### src/common/rv32_types_pkg.sv
// Declares the RV32 data word and memory opcode types shared by the RTL and the bench

package rv32_types_pkg;

    // One architectural data word
    typedef logic [31:0] rv32_word;

    // Memory operation on the data port
    // Loads and stores follow the RV32I mnemonics
    typedef enum logic [3:0] {
        MEM_NONE = 4'd0,
        // Sign-extended loads
        MEM_LB   = 4'd1,
        MEM_LH   = 4'd2,
        MEM_LW   = 4'd3,
        // Zero-extended loads
        MEM_LBU  = 4'd4,
        MEM_LHU  = 4'd5,
        // Stores
        MEM_SB   = 4'd6,
        MEM_SH   = 4'd7,
        MEM_SW   = 4'd8
    } mem_op_t;

endpackage

### src/common/rv32_mem_pkg.sv
// Declares the main memory organization and port handshake states for the memory and both ports

package rv32_mem_pkg;

    // Depth of the memory in 32-bit words
    localparam int unsigned NUM_WORDS = 1024;

    // Word address width
    localparam int unsigned ADDR_WIDTH = $clog2(NUM_WORDS);

    // Byte lanes per word with one bank each
    localparam int unsigned NUM_LANES = 4;

    // Wishbone slave handshake
    // PORT_RESP lasts one cycle and carries ack or err
    typedef enum logic {
        PORT_IDLE = 1'b0,
        PORT_RESP = 1'b1
    } port_state_t;

endpackage

### src/logic/instr_port.sv
// Wishbone classic slave that checks each fetch address and reads one word from memory

module instr_port (
    input  logic                                clk,
    input  logic                                rst_n,
    // Wishbone slave
    input  logic                                i_cyc,
    input  logic                                i_stb,
    input  logic [31:0]                         i_adr,
    output rv32_types_pkg::rv32_word            i_dat_r,
    output logic                                i_ack,
    output logic                                i_err,
    // Memory request
    output logic                                fetch_en,
    output logic [rv32_mem_pkg::ADDR_WIDTH-1:0] fetch_addr,
    input  rv32_types_pkg::rv32_word            fetch_rdata
);

    import rv32_mem_pkg::*;

    port_state_t state;
    logic        accept;
    logic        aligned;
    logic        in_range;
    logic        legal;

    assign accept   = (state == PORT_IDLE) && i_cyc && i_stb;
    assign aligned  = (i_adr[1:0] == 2'b00);
    assign in_range = (i_adr[31:2] < 30'(NUM_WORDS));
    assign legal    = aligned && in_range;

    // Read issued only in the accepting cycle of a legal fetch
    assign fetch_en   = accept && legal;
    assign fetch_addr = i_adr[ADDR_WIDTH+1:2];

    // Bank output register holds the word during the ack cycle
    assign i_dat_r = fetch_rdata;

    always_ff @(posedge clk) begin
        if (!rst_n) begin
            state <= PORT_IDLE;
            i_ack <= 1'b0;
            i_err <= 1'b0;
        end else begin
            case (state)
                PORT_IDLE: begin
                    if (accept) begin
                        state <= PORT_RESP;
                        i_ack <= legal;
                        i_err <= !legal;
                    end
                end
                PORT_RESP: begin
                    // The held stb is ignored here
                    state <= PORT_IDLE;
                    i_ack <= 1'b0;
                    i_err <= 1'b0;
                end
                default: begin
                    state <= PORT_IDLE;
                    i_ack <= 1'b0;
                    i_err <= 1'b0;
                end
            endcase
        end
    end

endmodule

### config.mk
export PLATFORM = sky130hd
export DESIGN_NAME = instr_port
export DESIGN_NICKNAME = d
export VERILOG_FILES = /design/src/common/rv32_types_pkg.sv /design/src/common/rv32_mem_pkg.sv /design/src/logic/instr_port.sv
export SDC_FILE = /design/constraint.sdc
export NUM_CORES = 1
export LEC_CHECK = 0
export BUFFER_PORTS_ARGS = -buffer_cell sky130_fd_sc_hd__buf_2
export CAP_MARGIN = 20
export CORE_MARGIN = 4
export CORE_UTILIZATION = 20
export CTS_CLUSTER_SIZE = 40
export DETAILED_ROUTE_END_ITERATION = 6
export GPL_TIMING_DRIVEN = 0
export HOLD_SLACK_MARGIN = 0.06
export PLACE_DENSITY = 0.76
export SKIP_LAST_GASP = 1
export SLEW_MARGIN = 10
export SYNTH_ARGS = -nofsm -noshare
export SYNTH_HDL_FRONTEND = slang
export SYNTH_SLANG_ARGS = --single-unit
### constraint.sdc
create_clock -name clk -period 1.62 [get_ports clk]
set_input_delay 0.243 -clock clk [delete_from_list [all_inputs] [get_ports clk]]
set_output_delay 0.243 -clock clk [all_outputs]
set_load 0.01 [all_outputs]
; Yosys cells after proc, flatten, opt, wreduce, memory -nomap -nowiden
; Cells that the tools add are included.
[word_totals]
regBits = 3
input_bits = 68
output_inout_bits = 45
elab_cells = 18
[op_classes]
order_cmp = 1
n_eq_ne = 1
muxes = 6
bitwise = 1
reduce_logical = 6
[ops]
columns = cell, n
row1 = $lt A30 B11 Y1 const B, 1
row2 = $pmux W1 S2, 3
row3 = $logic_and A1 B1 Y1, 4
row4 = $mux W1, 3
row5 = $logic_not A2 Y1, 1
row6 = $ne A2 B2 Y1 const B, 1
row7 = $logic_not A1 Y1, 1
row8 = $not A1 Y1, 1

; Depth between registers and ports, before layout
[logic_depth]
ltp_word = 5
mapped_depth = 3
mapped_depth_nobuf = 3

; Worst setup path after synthesis
; OpenSTA, ideal clock, no wires.
[synth_timing]
kind = input-to-output
startpoint = input i_adr[25]
endpoint = output fetch_en
t_arrival_ns = 1.526
required_ns = 1.377
path_slack_ns = -0.149
stages = 3
n_path_buf = 0
path_cell_list = or4_1 -> or4_4 -> nor3_1
[synth_via]
elab_chain_len = 3
[synth_rtl]
columns = item, line_no
row1 = "start, declared", instr_port.sv:9  ; input logic [31:0] i_adr,
row2 = $lt A30 B11 Y1, instr_port.sv:29  ; assign in_range = (i_adr[31:2] < 30'(NUM_WORDS));
row3 = $logic_and A1 B1 Y1, instr_port.sv:30  ; assign legal = aligned && in_range;
row4 = $logic_and A1 B1 Y1, instr_port.sv:33  ; assign fetch_en = accept && legal;
row5 = "end, declared", instr_port.sv:14  ; output logic fetch_en,
; Every way passes these cells.

; Final worst setup path
; Ends and elaborated chain as after synthesis.

==> metrics.cfg <==
[run_status]
status = complete, but fails checks
failed_checks = setup timing

[job]
maxCapViolations = 0

[sta]
min_period_over_period = 1.16
clock.fmax_ghz = 0.531
hold_slack_ns = 0.317
rsz0062_at_grt = yes
worst_slack_ns = -0.264
final_hold_viol_count = 0
max_slew_margin = 0.833
slew_viol_final = 0
worstMarginPinSlew_ns = 0.248
finalSetupViolCount = 1
fin_worst_skew_ns = 0.00183
fin_crit_ns = 1.88

[hold_path]
hp-class = input pin to flop
worstHoldStart = i_cyc
hold_end = state
holdPathStages = 3

[routing]
vias_per_cell = 3.79
wl_met1_um = 451
wire_per_inst_um = 9.79
drt_iter0_drc = 3
route.detailed.drc = 0
routed.top_layer = met4
dr_wl_met2_um = 823
first_pass_iters = 2
wl_um = 1600
wl_met3_um = 311
vias = 618
ant_nets = 0

[placed_design]
place_congestion = 0.676
dp_slack_ns = -0.279
numPortBuffers = 70

[power]
switching_share = 0.274
leakage_nw = 0.545
p_sw_mw = 0.111
p_comb_frac = 0.485
power.share.sequential = 0.194
p_int_mw = 0.295
irDropWorstVdd_uv = 201
clkPwrFrac = 0.320
powerDensity_nw_per_um2 = 448

[global_route]
grt_pass1_vias = 589
overflow = 0
grt_usage = 0.0859
antenna_found_initial = 0
grt_start_max_net_pins = 4
grt_pass1_wl_um = 2230

[worst_setup_path]
r2r_end = i_err
arrival_ns = 1.64
critPathKind = input pin to output port
end_kind = output port
reg2reg_from = state
regToRegSetupSlack_ns = 0.79
cp-start-kind = input pin
worstRegToRegCells = 3
crit_fanout = 3
crit_required_ns = 1.38

[synth]
ys_seq_area_frac = 0.125
syn_inst = 61
syn_nets = 129
synth_seq_cells = 3
avgSynthCellArea_um2 = 7.90
syn_area_um2 = 482
synthDistinctLibCells = 14
ys_warn_count = 0

[cts]
clock_sinks = 3
h-tree-depth = 1
cts-buffers-inserted = 3
clk_pin_slew_ns = 0.04
clockRootBuffer = clkbuf_4
cts_resized = 0
post_cts_buffers = 0
cts_tree = done
clk_latency_ns = 0.23
cts_buffer_depth = 2
cts_hold_buffers = 0

[cells_and_area]
fin_nets = 204
area_growth_syn_to_layout_pct = 87.8
n_antenna_cell = 0
drive_gt1_frac = 0.874
nFillCells = 256

[die]
die_y_um = 57.1
dieArea_um2 = 3260
num_rows = 17
die_w_um = 57.1
ios = 113
start_util = 0.214
core_um2 = 2250

[placed cells by master, fill, tap and decap left out]
cell type and count:
buf_2 70, buf_4 42, nor4_1 4, clkbuf_4 3, dfxtp_1 3, nor2_1 2
nand4_1 1, or4_1 1, nand2_1 1, or4_4 1, nor3_4 1, nand2b_1 1
nand4b_1 1, o31ai_2 1, a21oi_1 1, o21a_1 1, clkbuf_1 1
[power groups by stage]
stage               combinational, mW  sequential [mW]  clock [mW]
floorplan                       0.116           0.0807           0
CTS                             0.200           0.0789       0.138
detailed placement              0.199           0.0800           0
global route                    0.214           0.0794       0.143
global placement                0.197           0.0799           0
finish                          0.197           0.0788       0.130
[cells by family (layout without fill, tap and decap cells)]
kind of cell / Yosys count / count (layout) / share of synthesized area
buffers and inverters: 42 / 116 / 0.655
AO/OA/AOI/OAI: 3 / 3 / 0.0519
flip-flops: 3 / 3 / 0.125
AND/OR/NAND/NOR: 13 / 13 / 0.169
[synthesized netlist by cell type (all sizes together)]
library cell  count  area [µm²]
dfxtp             3        60.1
nand4             1        6.26
nand2b            1        6.26
buf              42         315
o31ai             1        12.5
nor4              4        25.0
nand2             1        3.75
a21oi             1        5.00
nor2              2        7.51
nor3              1        5.00
nand4b            1        8.76
o21a              1        7.51
or4               2        18.8
[layout make-up]
cell class              instances  area (µm²)  share of cell area
plain buffers                  42         315               0.349
flip-flops and latches          3        60.1              0.0664
repair buffers                 70         350               0.387
clock buffers                   4        26.3              0.0290
well taps                      28        35.0              0.0387
multi-input cells              16         118               0.130
[critical path: stages]
cell and delay [ns]:
buf_2 0.09, or4_1 0.51, or4_4 0.53, nor3_4 0.12, buf_2 0.15
[per-layer routing]
metal / vias to the layer above / GRT usage
met5: - / 0
met4: 0 / 0.0397
met3: 2 / 0.0633
met2: 53 / 0.150
met1: 250 / 0.0725
li1: 313 / -
[flip-flops by register name, indices dropped and copies added (netlist names)]
signal  flops
i_err       1
state       1
i_ack       1
[through the flow]
step                total power, mW  instance area [µm²]  utilization  TNS, ns  instances
floorplan                     0.196                  493            -  -0.0481         61
global placement              0.277                  878        0.390   -0.380        159
detailed placement            0.279                  878        0.390   -0.400        159
CTS                           0.416                  905        0.401   -0.277        163
global route                  0.437                  905        0.401   -0.306        163
finish                        0.406                  905        0.401   -0.264        163
[worst max path at each step]
stage | from | end | slack, ns | cells after the start
final | i_adr[25] | fetch_en | -0.26 | 5
after global routing | i_adr[25] | fetch_en | -0.31 | 5
after CTS | i_adr[25] | fetch_en | -0.28 | 5
after detailed placement | i_adr[25] | fetch_en | -0.28 | 5
after global placement | i_adr[25] | fetch_en | -0.28 | 5
after floorplan | i_adr[25] | fetch_en | -0.05 | 3
No activity file was read; power rests on OpenSTA's default activity.
