`src/common/rv32_types_pkg.sv`:
```
// Declares the RV32 data word and memory opcode types shared by the RTL and the bench

package rv32_types_pkg;

    // One architectural data word
    typedef logic [31:0] rv32_word;

    // Memory operation on the data port
    // Loads and stores follow the RV32I mnemonics
    typedef enum logic [3:0] {
        MEM_NONE = 4'd0,
        // Sign-extended loads
        MEM_LB   = 4'd1,
        MEM_LH   = 4'd2,
        MEM_LW   = 4'd3,
        // Zero-extended loads
        MEM_LBU  = 4'd4,
        MEM_LHU  = 4'd5,
        // Stores
        MEM_SB   = 4'd6,
        MEM_SH   = 4'd7,
        MEM_SW   = 4'd8
    } mem_op_t;

endpackage

```
`src/common/rv32_mem_pkg.sv`:
```
// Declares the main memory organization and port handshake states for the memory and both ports

package rv32_mem_pkg;

    // Depth of the memory in 32-bit words
    localparam int unsigned NUM_WORDS = 1024;

    // Word address width
    localparam int unsigned ADDR_WIDTH = $clog2(NUM_WORDS);

    // Byte lanes per word with one bank each
    localparam int unsigned NUM_LANES = 4;

    // Wishbone slave handshake
    // PORT_RESP lasts one cycle and carries ack or err
    typedef enum logic {
        PORT_IDLE = 1'b0,
        PORT_RESP = 1'b1
    } port_state_t;

endpackage

```
`src/logic/data_port.sv`:
```
// Wishbone classic slave that steers byte lanes for RV32 stores and extends load data

module data_port (
    input  logic                                clk,
    input  logic                                rst_n,
    // Wishbone slave where op replaces sel
    input  logic                                d_cyc,
    input  logic                                d_stb,
    input  logic                                d_we,
    input  logic [31:0]                         d_adr,
    input  rv32_types_pkg::rv32_word            d_dat_w,
    input  rv32_types_pkg::mem_op_t             d_op,
    output rv32_types_pkg::rv32_word            d_dat_r,
    output logic                                d_ack,
    output logic                                d_err,
    // Memory request
    output logic                                mem_en,
    output logic [rv32_mem_pkg::ADDR_WIDTH-1:0] mem_addr,
    output logic [3:0]                          mem_we,
    output rv32_types_pkg::rv32_word            mem_wdata,
    input  rv32_types_pkg::rv32_word            mem_rdata
);

    import rv32_types_pkg::*;
    import rv32_mem_pkg::*;

    port_state_t state;
    logic        accept;
    logic        is_load;
    logic        is_store;
    logic        misaligned;
    logic        in_range;
    logic        dir_ok;
    logic        legal;
    logic [3:0]  lane_mask;

    // Load context kept for the response cycle
    mem_op_t     op_q;
    logic [1:0]  off_q;
    logic [7:0]  lane_byte;
    logic [15:0] lane_half;

    assign accept = (state == PORT_IDLE) && d_cyc && d_stb;

    always_comb begin
        is_load    = 1'b0;
        is_store   = 1'b0;
        misaligned = 1'b0;
        lane_mask  = 4'b0000;
        mem_wdata  = d_dat_w;
        case (d_op)
            MEM_LB, MEM_LBU: is_load = 1'b1;
            MEM_LH, MEM_LHU: begin
                is_load    = 1'b1;
                misaligned = d_adr[0];
            end
            MEM_LW: begin
                is_load    = 1'b1;
                misaligned = (d_adr[1:0] != 2'b00);
            end
            MEM_SB: begin
                is_store  = 1'b1;
                lane_mask = 4'b0001 << d_adr[1:0];
                mem_wdata = {4{d_dat_w[7:0]}};
            end
            MEM_SH: begin
                is_store   = 1'b1;
                misaligned = d_adr[0];
                lane_mask  = d_adr[1] ? 4'b1100 : 4'b0011;
                mem_wdata  = {2{d_dat_w[15:0]}};
            end
            MEM_SW: begin
                is_store   = 1'b1;
                misaligned = (d_adr[1:0] != 2'b00);
                lane_mask  = 4'b1111;
            end
            default: ;
        endcase
    end

    // MEM_NONE matches neither direction and ends in err
    assign dir_ok   = (is_load && !d_we) || (is_store && d_we);
    assign in_range = (d_adr[31:2] < 30'(NUM_WORDS));
    assign legal    = dir_ok && !misaligned && in_range;

    assign mem_en   = accept && legal;
    assign mem_addr = d_adr[ADDR_WIDTH+1:2];
    assign mem_we   = mem_en ? lane_mask : 4'b0000;

    always_ff @(posedge clk) begin
        if (accept) begin
            op_q  <= d_op;
            off_q <= d_adr[1:0];
        end
    end

    always_ff @(posedge clk) begin
        if (!rst_n) begin
            state <= PORT_IDLE;
            d_ack <= 1'b0;
            d_err <= 1'b0;
        end else if (state == PORT_IDLE) begin
            if (accept) begin
                state <= PORT_RESP;
                d_ack <= legal;
                d_err <= !legal;
            end
        end else begin
            state <= PORT_IDLE;
            d_ack <= 1'b0;
            d_err <= 1'b0;
        end
    end

    // Aligned halves let bit 1 pick the half
    assign lane_byte = mem_rdata[{off_q, 3'b000} +: 8];
    assign lane_half = off_q[1] ? mem_rdata[31:16] : mem_rdata[15:0];

    always_comb begin
        d_dat_r = '0;
        if (d_ack) begin
            case (op_q)
                MEM_LB:  d_dat_r = {{24{lane_byte[7]}}, lane_byte};
                MEM_LBU: d_dat_r = {24'b0, lane_byte};
                MEM_LH:  d_dat_r = {{16{lane_half[15]}}, lane_half};
                MEM_LHU: d_dat_r = {16'b0, lane_half};
                MEM_LW:  d_dat_r = mem_rdata;
                default: d_dat_r = '0;
            endcase
        end
    end

endmodule

```
`config.mk`:
```
export PLATFORM = sky130hd
export DESIGN_NAME = data_port
export DESIGN_NICKNAME = d
export VERILOG_FILES = /design/src/common/rv32_types_pkg.sv /design/src/common/rv32_mem_pkg.sv /design/src/logic/data_port.sv
export SDC_FILE = /design/constraint.sdc
export NUM_CORES = 1
export LEC_CHECK = 0
export BUFFER_PORTS_ARGS = -buffer_cell sky130_fd_sc_hd__buf_4
export CORE_MARGIN = 2
export CORE_UTILIZATION = 33
export CTS_CLUSTER_SIZE = 14
export DETAILED_ROUTE_END_ITERATION = 8
export GPL_TIMING_DRIVEN = 0
export PLACE_DENSITY_LB_ADDON = 0.05
export REMOVE_ABC_BUFFERS = 1
export SLEW_MARGIN = 40
export SYNTH_ARGS = -nofsm -noshare
export SYNTH_HDL_FRONTEND = slang
export SYNTH_SLANG_ARGS = --single-unit
```
`constraint.sdc`:
```
create_clock -name clk -period 1.5 [get_ports clk]
set_input_delay 0 -clock clk [delete_from_list [all_inputs] [get_ports clk]]
set_output_delay 0 -clock clk [all_outputs]
set_load 0.01 [all_outputs]
```
Word-level counts from Yosys, hierarchy flattened
Index checks and enable logic that the tools add are counted.
Widths: inputs -> output; s select.
{"block": "totals", "regBits": 9, "in_bits": 105, "elab_cells": 51, "output_inout_bits": 81}
{"block": "op_classes", "n_eq_ne": 13, "muxes": 11, "reduce_logical": 17, "shifts": 2, "n_bitwise": 2, "n_lt_le_gt_ge": 1}
{"operator": "$pmux 32 s5", "count": 1}
{"operator": "$pmux 32 s2", "count": 1}
{"operator": "$mux 32", "count": 1}
{"operator": "$shiftx 32x6->8", "count": 1}
{"operator": "$lt 30x11->1 const B", "count": 1}
{"operator": "$eq 4x3->1 const B", "count": 6}
{"operator": "$eq 4x2->1 const B", "count": 4}
{"operator": "$mux 16", "count": 1}
{"operator": "$pmux 4 s3", "count": 1}
{"operator": "$eq 4x1->1 const B", "count": 2}
{"operator": "$mux 4", "count": 2}
{"operator": "$logic_and 1x1->1", "count": 7}
{"operator": "$reduce_or 3->1", "count": 2}
{"operator": "$reduce_or 5->1", "count": 1}
{"operator": "$eq 4x4->1 const B", "count": 1}
{"operator": "$reduce_or 2->1", "count": 2}
{"operator": "$shl 1x2->4 const A", "count": 1}
{"operator": "$logic_not 1->1", "count": 3}
{"operator": "$mux 1", "count": 3}
{"operator": "$not 1->1", "count": 2}
{"operator": "$pmux 1 s2", "count": 1}
{"operator": "$reduce_bool 2->1", "count": 1}
{"operator": "$logic_or 1x1->1", "count": 1}

Longest topological paths before layout
Gate-level depths: netlist of run 1.
{"block": "logic_depth", "depth_word": 9, "ltp_mapped": 8, "depth_no_buf": 6}

Worst setup path before layout of run 1
No wires, ideal clock.
{"block": "synth_path", "kind": "register to output", "from": "reg op_q[0]", "to": "out d_dat_r[10]", "stages_incl_launch_ff": 7, "t_arrival_ns": 1.533, "n_path_buf": 1, "t_required_ns": 1.500, "setup_slack_ns": -0.033, "cell_sequence": "edfxtp_1 buf_2 nor3b_1 a21oi_1 nor3b_2 a22oi_1 a21oi_1"}
{"block": "synth_via", "elab_chain_len": 3, "word_cells_on_any_way": 7, "classes_between": "eq/ne (5); mux (2)"}
{"element": "start, declared", "line": "data_port.sv:38", "text": "mem_op_t op_q;"}
{"element": "start signal, assigned", "line": "data_port.sv:92", "text": "op_q <= d_op;"}
{"element": "$eq 4x2->1 (tied with other cells)", "line": "data_port.sv:122", "text": "case (op_q)"}
{"element": "$pmux 32 s5 *", "line": "data_port.sv:122"}
{"element": "$mux 32 *", "line": "data_port.sv:121", "text": "if (d_ack) begin"}
{"element": "end, declared", "line": "data_port.sv:13", "text": "output rv32_types_pkg::rv32_word d_dat_r,"}
Every way passes the cells marked *; elsewhere a longest branch is shown, timed or not.

Worst setup path in the final report of run 1
{"block": "layout_path", "from": "reg off_q[1]", "to": "out d_dat_r[30]"}
{"block": "layout_via", "elab_chain_len": 3, "word_cells_on_any_way": 4, "classes_between": "shift (1); mux (3)"}
{"element": "start, declared", "line": "data_port.sv:39", "text": "logic [1:0] off_q;"}
{"element": "start signal, assigned", "line": "data_port.sv:93", "text": "off_q <= d_adr[1:0];"}
{"element": "$shiftx 32x6->8 or $mux 16 (tied branches)", "line": "data_port.sv:116, data_port.sv:117"}
{"element": "$pmux 32 s5 *", "line": "data_port.sv:122"}
{"element": "$mux 32 *", "line": "data_port.sv:121"}
Marked as above.

==> results.txt, run 1 <==
----------------------------------------------------
[Setup path]
  Reg-to-reg slack, setup ... 0.38 ns
  Startpoint kind of the worst setup timing path ... register
  Length in cells of the worst reg-to-reg path ... 6
  Worst EP required ... roughly 1.5 ns
  CP Launch Point ... off_q[1]
  Crit-path max FO ... 16
  Category of the most critical setup path ... register to primary output
  Reg-to-Reg Start ... state
  Data arrival time of the critical path ... around 1.9 ns
  Reg-to-Reg End ... d_err
  End of the critical path ... d_dat_r[30]
  Kind of capture point of the worst setup path ... primary output

[Status]
  Failing checks ... setup timing
  Status ... complete, but fails checks

[Power and ir drop]
  Total power consumption of the routed design ... approximately 1.3 mW
  Reported leakage power ... about 1.6 nW
  Power density cells ... roughly 360 nW/um^2
  IR drop worst, VDD ... 322.3 uV

[Drt]
  Post-detailed-route count of antenna-violating nets ... 0
  Routed wire length per instance ... 15.34 microns
  Total via count in the routed design ... roughly 2500
  Detailed-route DRC error count ... 0
  Routed wire length ... around 7.5 mm
  First-pass iteration count of the detailed router ... 4
  Routed via count divided by cell count ... approximately 5.2
  DRC violation total after the first TritonRoute iteration ... around 100

[STA]
  Finish-stage setup viols ... 32
  Fmax ... 520.1 MHz
  Setup Total Neg Slack ... -11.54 ns
  Relative max-transition margin ... 0.7670
  Clock Skews ... 0.004399 ns
  Final number of hold-violating endpoints ... 0
  Max-slew violations ... 0
  Period Utilization, post-route ... 1.282
  Minimum period implied by the final worst setup slack ... 1.923 ns
  Min setup slack post-route ... -0.4226 ns
  Worst-case hold slack ... 0.0001038 ns
  Slew of the pin with the lowest slew margin ... between 0.3 and 0.4 ns
  RSZ-0062 raised after global routing ... true

[Clock tree]
  TritonCTS clock tree ... yes
  Clock-pin slew of the registers on the worst-case setup and hold paths ... 0.04 ns
  Total clock sinks ... 9
  Maximum buffer depth of the clock tree ... 2
  H-tree Lvls ... 1
  Clock Latency Late Sink ... 0.23 ns
  Root Driver ... sky130_fd_sc_hd__clkbuf_8
  Num CTS Buffers ... 3

[Cells and area]
  Layout-stage area growth over the synthesis result ... 97.66%
  Total Nets Final ... about 520
  Most used cells in the layout excluding fill and tap cells ... sky130_fd_sc_hd__buf_4, sky130_fd_sc_hd__nand2_1, sky130_fd_sc_hd__a21oi_1
  Final Cell Area ... 3591 sq um
  Post-route non-filler standard cell count ... 489
  Fillers ... 477
  Commonest non-fill, non-tap cell in the layout ... sky130_fd_sc_hd__buf_4
  Antenna diode instance count ... 0
  Share of layout cells above drive strength 1 ... 0.6667

[Synth]
  Mapped cell area ... 1817 sq um
  Post-synthesis register bit count ... 9
  Instance count of the mapped netlist ... 246
  Average size of a mapped cell ... between 7 and 8 sq um
  Number of flops mapped to enable cells by yosys ... 6
  Number of warnings printed during yosys synthesis ... 0
  Synth Flop Type ... sky130_fd_sc_hd__edfxtp_1
  Sequential-to-total area share from yosys stat ... 0.1322
  Synth cell types ... 45
  Async set-reset flop share out of synthesis ... 0

[Floorplan]
  Area of the core region ... 5405 sq um
  Die height ... 78.20 microns
  Area of the die ... between 6000 and 7000 sq um
  Die Span X ... roughly 80 microns
  Std-Cell Rows ... 27
  Effective utilization at floorplan ... 0.3361
  Number of I/O pins ... 186

[Worst hold path]
  Hold WC Path Type ... input pin to primary output

[Global route]
  Overall routing resource usage ... 0.2252
  Number of antenna violations at the first check in global routing ... 0
  Number of global-route vias before repair ... 2465
  Pin count of the biggest net entering global routing ... 29
  GR Overflow Total ... 0
  Global-route wire length before repair ... 11.40 mm

[Placement]
  DP Wirelength ... around 5.1 mm
  Cell area reported after detailed placement ... a little under 3000 sq um
  Buffers added on ports ... 165
  Final weighted congestion in routability-driven placement ... approximately 0.76
  Instance count after placement with tap cells included ... between 400 and 500

[Flow run]
  Maximum capacitance violations ... 0

----------------------------------------------------
-- registers in the layout (all words and copies together), names as in the netlist --
register	count
d_err	1
op_q	4
off_q	2
state	1
d_ack	1
-- worst min path at each step --
stage             start          end  depth (start not counted)
2_1_floorplan  d_adr[2]  mem_addr[0]                          0
4_1_cts        d_adr[2]  mem_addr[0]                          0
3_3_place_gp   d_adr[2]  mem_addr[0]                          0
6_report       d_adr[3]  mem_addr[1]                          0
3_5_place_dp   d_adr[2]  mem_addr[0]                          0
5_1_grt        d_adr[9]  mem_addr[7]                          0
-- critical path, cell delays in order, from the launching register on --
cell and delay [ns]:
sky130_fd_sc_hd__edfxtp_1 0.38, sky130_fd_sc_hd__buf_8 0.12, sky130_fd_sc_hd__mux4_2 0.48, sky130_fd_sc_hd__nor2b_4 0.17, sky130_fd_sc_hd__a21oi_4 0.16, sky130_fd_sc_hd__buf_12 0.16, sky130_fd_sc_hd__a21oi_1 0.08, sky130_fd_sc_hd__buf_4 0.15
-- stage by stage --
| stage | setup WS [ns] | utilization |
|---|---|---|
| finish | -0.4226 | 0.6644 |
| global route | -0.4740 | 0.6644 |
| CTS | -0.3954 | 0.6375 |
| detailed placement | -0.8614 | 0.5410 |
| global placement | -0.9069 | 0.5382 |
| floorplan | -0.4573 | - |
-- cell usage after synthesis (2+ instances only) --
| master | n | area (sq um) |
|---|---|---|
| sky130_fd_sc_hd__nand3b_1 | 2 | 15.01 |
| sky130_fd_sc_hd__clkbuf_1 | 6 | 22.52 |
| sky130_fd_sc_hd__nand2b_1 | 3 | 18.77 |
| sky130_fd_sc_hd__nor3_1 | 3 | 15.01 |
| sky130_fd_sc_hd__a221oi_1 | 7 | 61.31 |
| sky130_fd_sc_hd__mux2_2 | 23 | 259.0 |
| sky130_fd_sc_hd__nor3b_1 | 3 | 22.52 |
| sky130_fd_sc_hd__nand3_1 | 5 | 25.02 |
| sky130_fd_sc_hd__nor2_1 | 23 | 86.33 |
| sky130_fd_sc_hd__buf_4 | 18 | 135.1 |
| sky130_fd_sc_hd__a22oi_1 | 9 | 67.56 |
| sky130_fd_sc_hd__inv_1 | 3 | 11.26 |
| sky130_fd_sc_hd__mux2i_1 | 16 | 160.2 |
| sky130_fd_sc_hd__buf_6 | 3 | 33.78 |
| sky130_fd_sc_hd__or4_1 | 2 | 15.01 |
| sky130_fd_sc_hd__nor4_1 | 4 | 25.02 |
| sky130_fd_sc_hd__nor2b_1 | 3 | 18.77 |
| sky130_fd_sc_hd__nor4b_1 | 2 | 17.52 |
| sky130_fd_sc_hd__clkbuf_2 | 2 | 10.01 |
| sky130_fd_sc_hd__o21ai_0 | 9 | 45.04 |
| sky130_fd_sc_hd__nand2_1 | 29 | 108.9 |
| sky130_fd_sc_hd__a31oi_1 | 2 | 12.51 |
| sky130_fd_sc_hd__buf_2 | 7 | 35.03 |
| sky130_fd_sc_hd__edfxtp_1 | 6 | 180.2 |
| sky130_fd_sc_hd__a21oi_1 | 34 | 170.2 |
| sky130_fd_sc_hd__dfxtp_1 | 3 | 60.06 |
-- report_power, final --
group | internal [mW] | switching, mW | leakage (nW)
Combinational | 0.417 | 0.304 | 1.52
Sequential | 0.277 | 0.0106 | 0.0806
Clock | 0.185 | 0.0908 | 0.0228
-- timing repair --
item	in CTS	in global routing
setup endpoints to repair	45	44
endpoints found under the hold margin	2	0
hold buffers	2	0
setup buffers	23	10
cloned	3	0
pin swaps	15	10
resized for setup	51	18
-- logic make-up (layout without fill, tap and decap cells) --
family          after synthesis  in the layout  synth area share
flops                         9              9            0.1322
fa+ha+maj                     1              1          0.005510
buf+inv                      39            207            0.1364
simple gates                 87             89            0.2424
compound gates               68             69            0.2307
mux                          40             40            0.2431
xor+xnor                      2              2          0.009644
-- layout make-up --
cell class / count / area (sq um) / area share
Timing Repair Buffer: 200 / 1562 / 0.4348
Inverter: 3 / 11.26 / 0.003136
Sequential cell: 9 / 240.2 / 0.06690
Tap cell: 72 / 90.09 / 0.02509
Multi-Input combinational cell: 201 / 1643 / 0.4575
Clock buffer: 4 / 45.04 / 0.01254
-- per-layer routing --
metal	vias to the layer above	part of all wire	GRT usage
li1	1241	-	-
met1	1170	0.38	0.2505
met2	128	0.53	0.4216
met3	9	0.085	0.05747
met4	0	0.0081	0.06140
met5	-	0	0
No activity file was read; power rests on OpenSTA's default activity.
==> inputs of run 2 (changes only) <==
--- a/config.mk
+++ b/config.mk
@@ -5,11 +5,12 @@
 export SDC_FILE = /design/constraint.sdc
 export NUM_CORES = 1
 export LEC_CHECK = 0
-export BUFFER_PORTS_ARGS = -buffer_cell sky130_fd_sc_hd__buf_4
-export CORE_MARGIN = 2
-export CORE_UTILIZATION = 33
+export CAP_MARGIN = 20
+export CORE_AREA = 2 2 73 75
 export CTS_CLUSTER_SIZE = 14
 export DETAILED_ROUTE_END_ITERATION = 8
+export DIE_AREA = 0 0 75 77
+export DONT_BUFFER_PORTS = 1
 export GPL_TIMING_DRIVEN = 0
 export PLACE_DENSITY_LB_ADDON = 0.05
 export REMOVE_ABC_BUFFERS = 1
==> results.txt, run 2 (synthesis gave the netlist of run 1 again) <==
----------------------------------------------------
[Drt]
  Total via count in the routed design ... 1973 (-23%)
  Routed via count divided by cell count ... 6.204 (+19%)
  Routed wire length ... 6.579 mm (-12%)
  Post-detailed-route count of antenna-violating nets ... 0 (unchanged)
  Routed wire length per instance ... 20.69 microns (+35%)
  First-pass iteration count of the detailed router ... 4 (unchanged)
  Detailed-route DRC error count ... 0 (unchanged)
  DRC violation total after the first TritonRoute iteration ... 60 (-41%)

[Cells and area]
  Post-route non-filler standard cell count ... 318 (-35%)
  Antenna diode instance count ... 0 (unchanged)
  Most used cells in the layout excluding fill and tap cells ... sky130_fd_sc_hd__nand2_1, sky130_fd_sc_hd__mux2_2, sky130_fd_sc_hd__a21oi_2
  Core utilization of the finished layout ... 0.4630 (-0.2013)
  Share of layout cells above drive strength 1 ... 0.4435 (-0.2231)
  Commonest non-fill, non-tap cell in the layout ... sky130_fd_sc_hd__nand2_1
  Fillers ... 496 (+4.0%)
  Top reg by flops ... op_q
  Number of flip-flops in the largest register ... 4 (unchanged)
  Biggest regs ... op_q (4), off_q (2)
  Total Nets Final ... 354 (-32%)
  Layout-stage area growth over the synthesis result ... 26.86%

[Setup path]
  Critical path cell sequence ... buf_4 > nor2b_1 > a21oi_1 > nor3b_4 > buf_12 > a22oi_1 > a21oi_4
  Crit-path max FO ... 9 (-7)
  Reg-to-reg slack, setup ... 0.28 ns (-0.10 ns)
  Worst EP required ... 1.50 ns (about the same)
  Family with the most delay on the worst path ... compound AO/OA/AOI/OAI gates
  Length in cells of the worst reg-to-reg path ... 3 (-3)
  Reg-to-Reg End ... d_err
  Reg-to-Reg Start ... d_err
  Kind of capture point of the worst setup path ... primary output
  Category of the most critical setup path ... register to primary output
  Data arrival time of the critical path ... 1.84 ns (-0.08 ns)
  Worst path buffer plus inverter count ... 2 (-1)
  Slowest cell delay on critical path ... 0.41 ns (-0.07 ns)
  Startpoint kind of the worst setup timing path ... register
  Library cell contributing the largest single delay on the critical path ... sky130_fd_sc_hd__edfxtp_1

[Clock tree]
  Maximum buffer depth of the clock tree ... 2 (unchanged)
  Clock-pin slew of the registers on the worst-case setup and hold paths ... 0.04 ns (about the same)
  Root Driver ... sky130_fd_sc_hd__clkbuf_8
  Clock Latency Late Sink ... 0.22 ns (about the same)
  H-tree Lvls ... 1 (unchanged)
  Total clock sinks ... 9 (unchanged)
  TritonCTS clock tree ... yes
  Num CTS Buffers ... 3 (unchanged)

[Global route]
  Number of global-route vias before repair ... 1921 (-22%)
  Global-route wire length before repair ... 9.377 mm (-18%)
  Number of antenna violations at the first check in global routing ... 0 (unchanged)
  Overall routing resource usage ... 0.2063 (-0.01883)
  Pin count of the biggest net entering global routing ... 29 (unchanged)
  GR Overflow Total ... 0 (unchanged)

[STA]
  Relative max-transition margin ... 0.6591 (-0.1079)
  Final number of hold-violating endpoints ... 0 (unchanged)
  RSZ-0062 raised after global routing ... true
  Finish-stage setup viols ... 32 (unchanged)
  Period Utilization, post-route ... 1.223 (-0.05828)
  Slew of the pin with the lowest slew margin ... 0.5060 ns (+0.1577 ns)
  Fmax ... 544.9 MHz (+4.8%)
  Min setup slack post-route ... -0.3352 ns (+0.08742 ns)
  Clock Skews ... 0.0005344 ns (-0.003865 ns)
  Setup Total Neg Slack ... -8.466 ns (+3.070 ns)
  Minimum period implied by the final worst setup slack ... 1.835 ns (-0.08742 ns)
  Max-slew violations ... 0 (unchanged)

[Flow run]
  Maximum capacitance violations ... 0 (unchanged)

[Worst hold path]
  Worst Hold End ... mem_addr[5]
  Hold Path Depth ... 0 (unchanged)
  Hold WC Path Type ... input pin to primary output
  Origin of the worst min-delay path ... d_adr[7]

[Placement]
  Buffers added on ports ... 0 (-100%)
  Place WS ... -0.9194 ns (-0.05802 ns)
  Final weighted congestion in routability-driven placement ... 0.7473 (-1.0%)
  DP Wirelength ... 4.787 mm (-5.7%)
  Instance count after placement with tap cells included ... 281 (-37%)

[Status]
  Failing checks ... setup timing
  Status ... complete, but fails checks

[Floorplan]
  Area of the core region ... 4977 sq um (-7.9%)
  Die Span X ... 75 microns (-4.1%)
  Number of I/O pins ... 186 (unchanged)
  Effective utilization at floorplan ... 0.3650 (+0.02890)
  Std-Cell Rows ... 26 (-3.7%)
  Area of the die ... 5775 sq um (-5.6%)
  Die height ... 77 microns (-1.5%)

[Power and ir drop]
  Reported leakage power ... 0.7371 nW (-55%)
  Total power consumption of the routed design ... 0.9294 mW (-28%)
  IR drop worst, VDD ... 569.3 uV (+77%)
  Power density cells ... 403.3 nW/um^2 (+13%)

----------------------------------------------------
## run 2: report_power, final
group | total (mW) | leakage [nW] | internal (mW) | switching, mW
clock | 0.264 | 0.0228 | 0.184 | 0.0800
sequential | 0.290 | 0.0810 | 0.278 | 0.0123
combinational | 0.375 | 0.633 | 0.185 | 0.190
## run 2: worst max-delay path by stage
stage | endpoint | slack, ns | startpoint | cells after the start
4_1_cts | d_dat_r[20] | -0.27 | off_q[1] | 5
5_1_grt | d_dat_r[10] | -0.40 | op_q[2] | 6
3_3_place_gp | d_dat_r[20] | -0.81 | op_q[0] | 5
2_1_floorplan | d_dat_r[30] | -0.46 | off_q[1] | 4
3_5_place_dp | d_dat_r[20] | -0.92 | op_q[0] | 5
6_report | d_dat_r[10] | -0.34 | op_q[2] | 7
## run 2: final cells by class
class / count / area (sq um) / share of cell area
multi-input combinational: 199 / 1615 / 0.7009
timing repair buffer: 33 / 304.0 / 0.1319
sequential: 9 / 241.5 / 0.1048
tap: 70 / 87.58 / 0.03800
clock buffer: 4 / 45.04 / 0.01954
inverter: 3 / 11.26 / 0.004886
## run 2: timing repair
action / CTS / global route
buffers inserted: 20 / 3
pin swaps: 9 / 10
endpoints found under the hold margin: 9 / 0
gates cloned: 1 / 0
endpoints found under the setup margin: 36 / 44
hold buffers: 9 / 0
resized for setup: 33 / 32
## run 2: worst register-to-register path, delay by kind of cell (launching register included)
family                 cells  cell delay (ns)
DFF                        1             0.38
AOI/OAI and AO/OA          1             0.06
and+or+nand+nor            1             0.14
buffers and inverters      1             0.56
## run 2: layer usage
metal,vias up,share of wire,track usage,wire (microns)
met1,939,0.35,0.2161,2312
li1,898,-,-,-
met5,-,0,0,0
met4,0,0.0068,0.02321,45
met2,132,0.50,0.3746,3312
met3,4,0.14,0.09987,908
## run 2: stage by stage
stage | hold slack (ns) | instance area (sq um)
3_5_place_dp | 0.00006862 | 1679
2_1_floorplan | 0 | 1580
4_1_cts | 0.00006862 | 2168
6_report | 0.00001313 | 2305
5_1_grt | 0.00006031 | 2305
3_3_place_gp | 0.00006862 | 1668
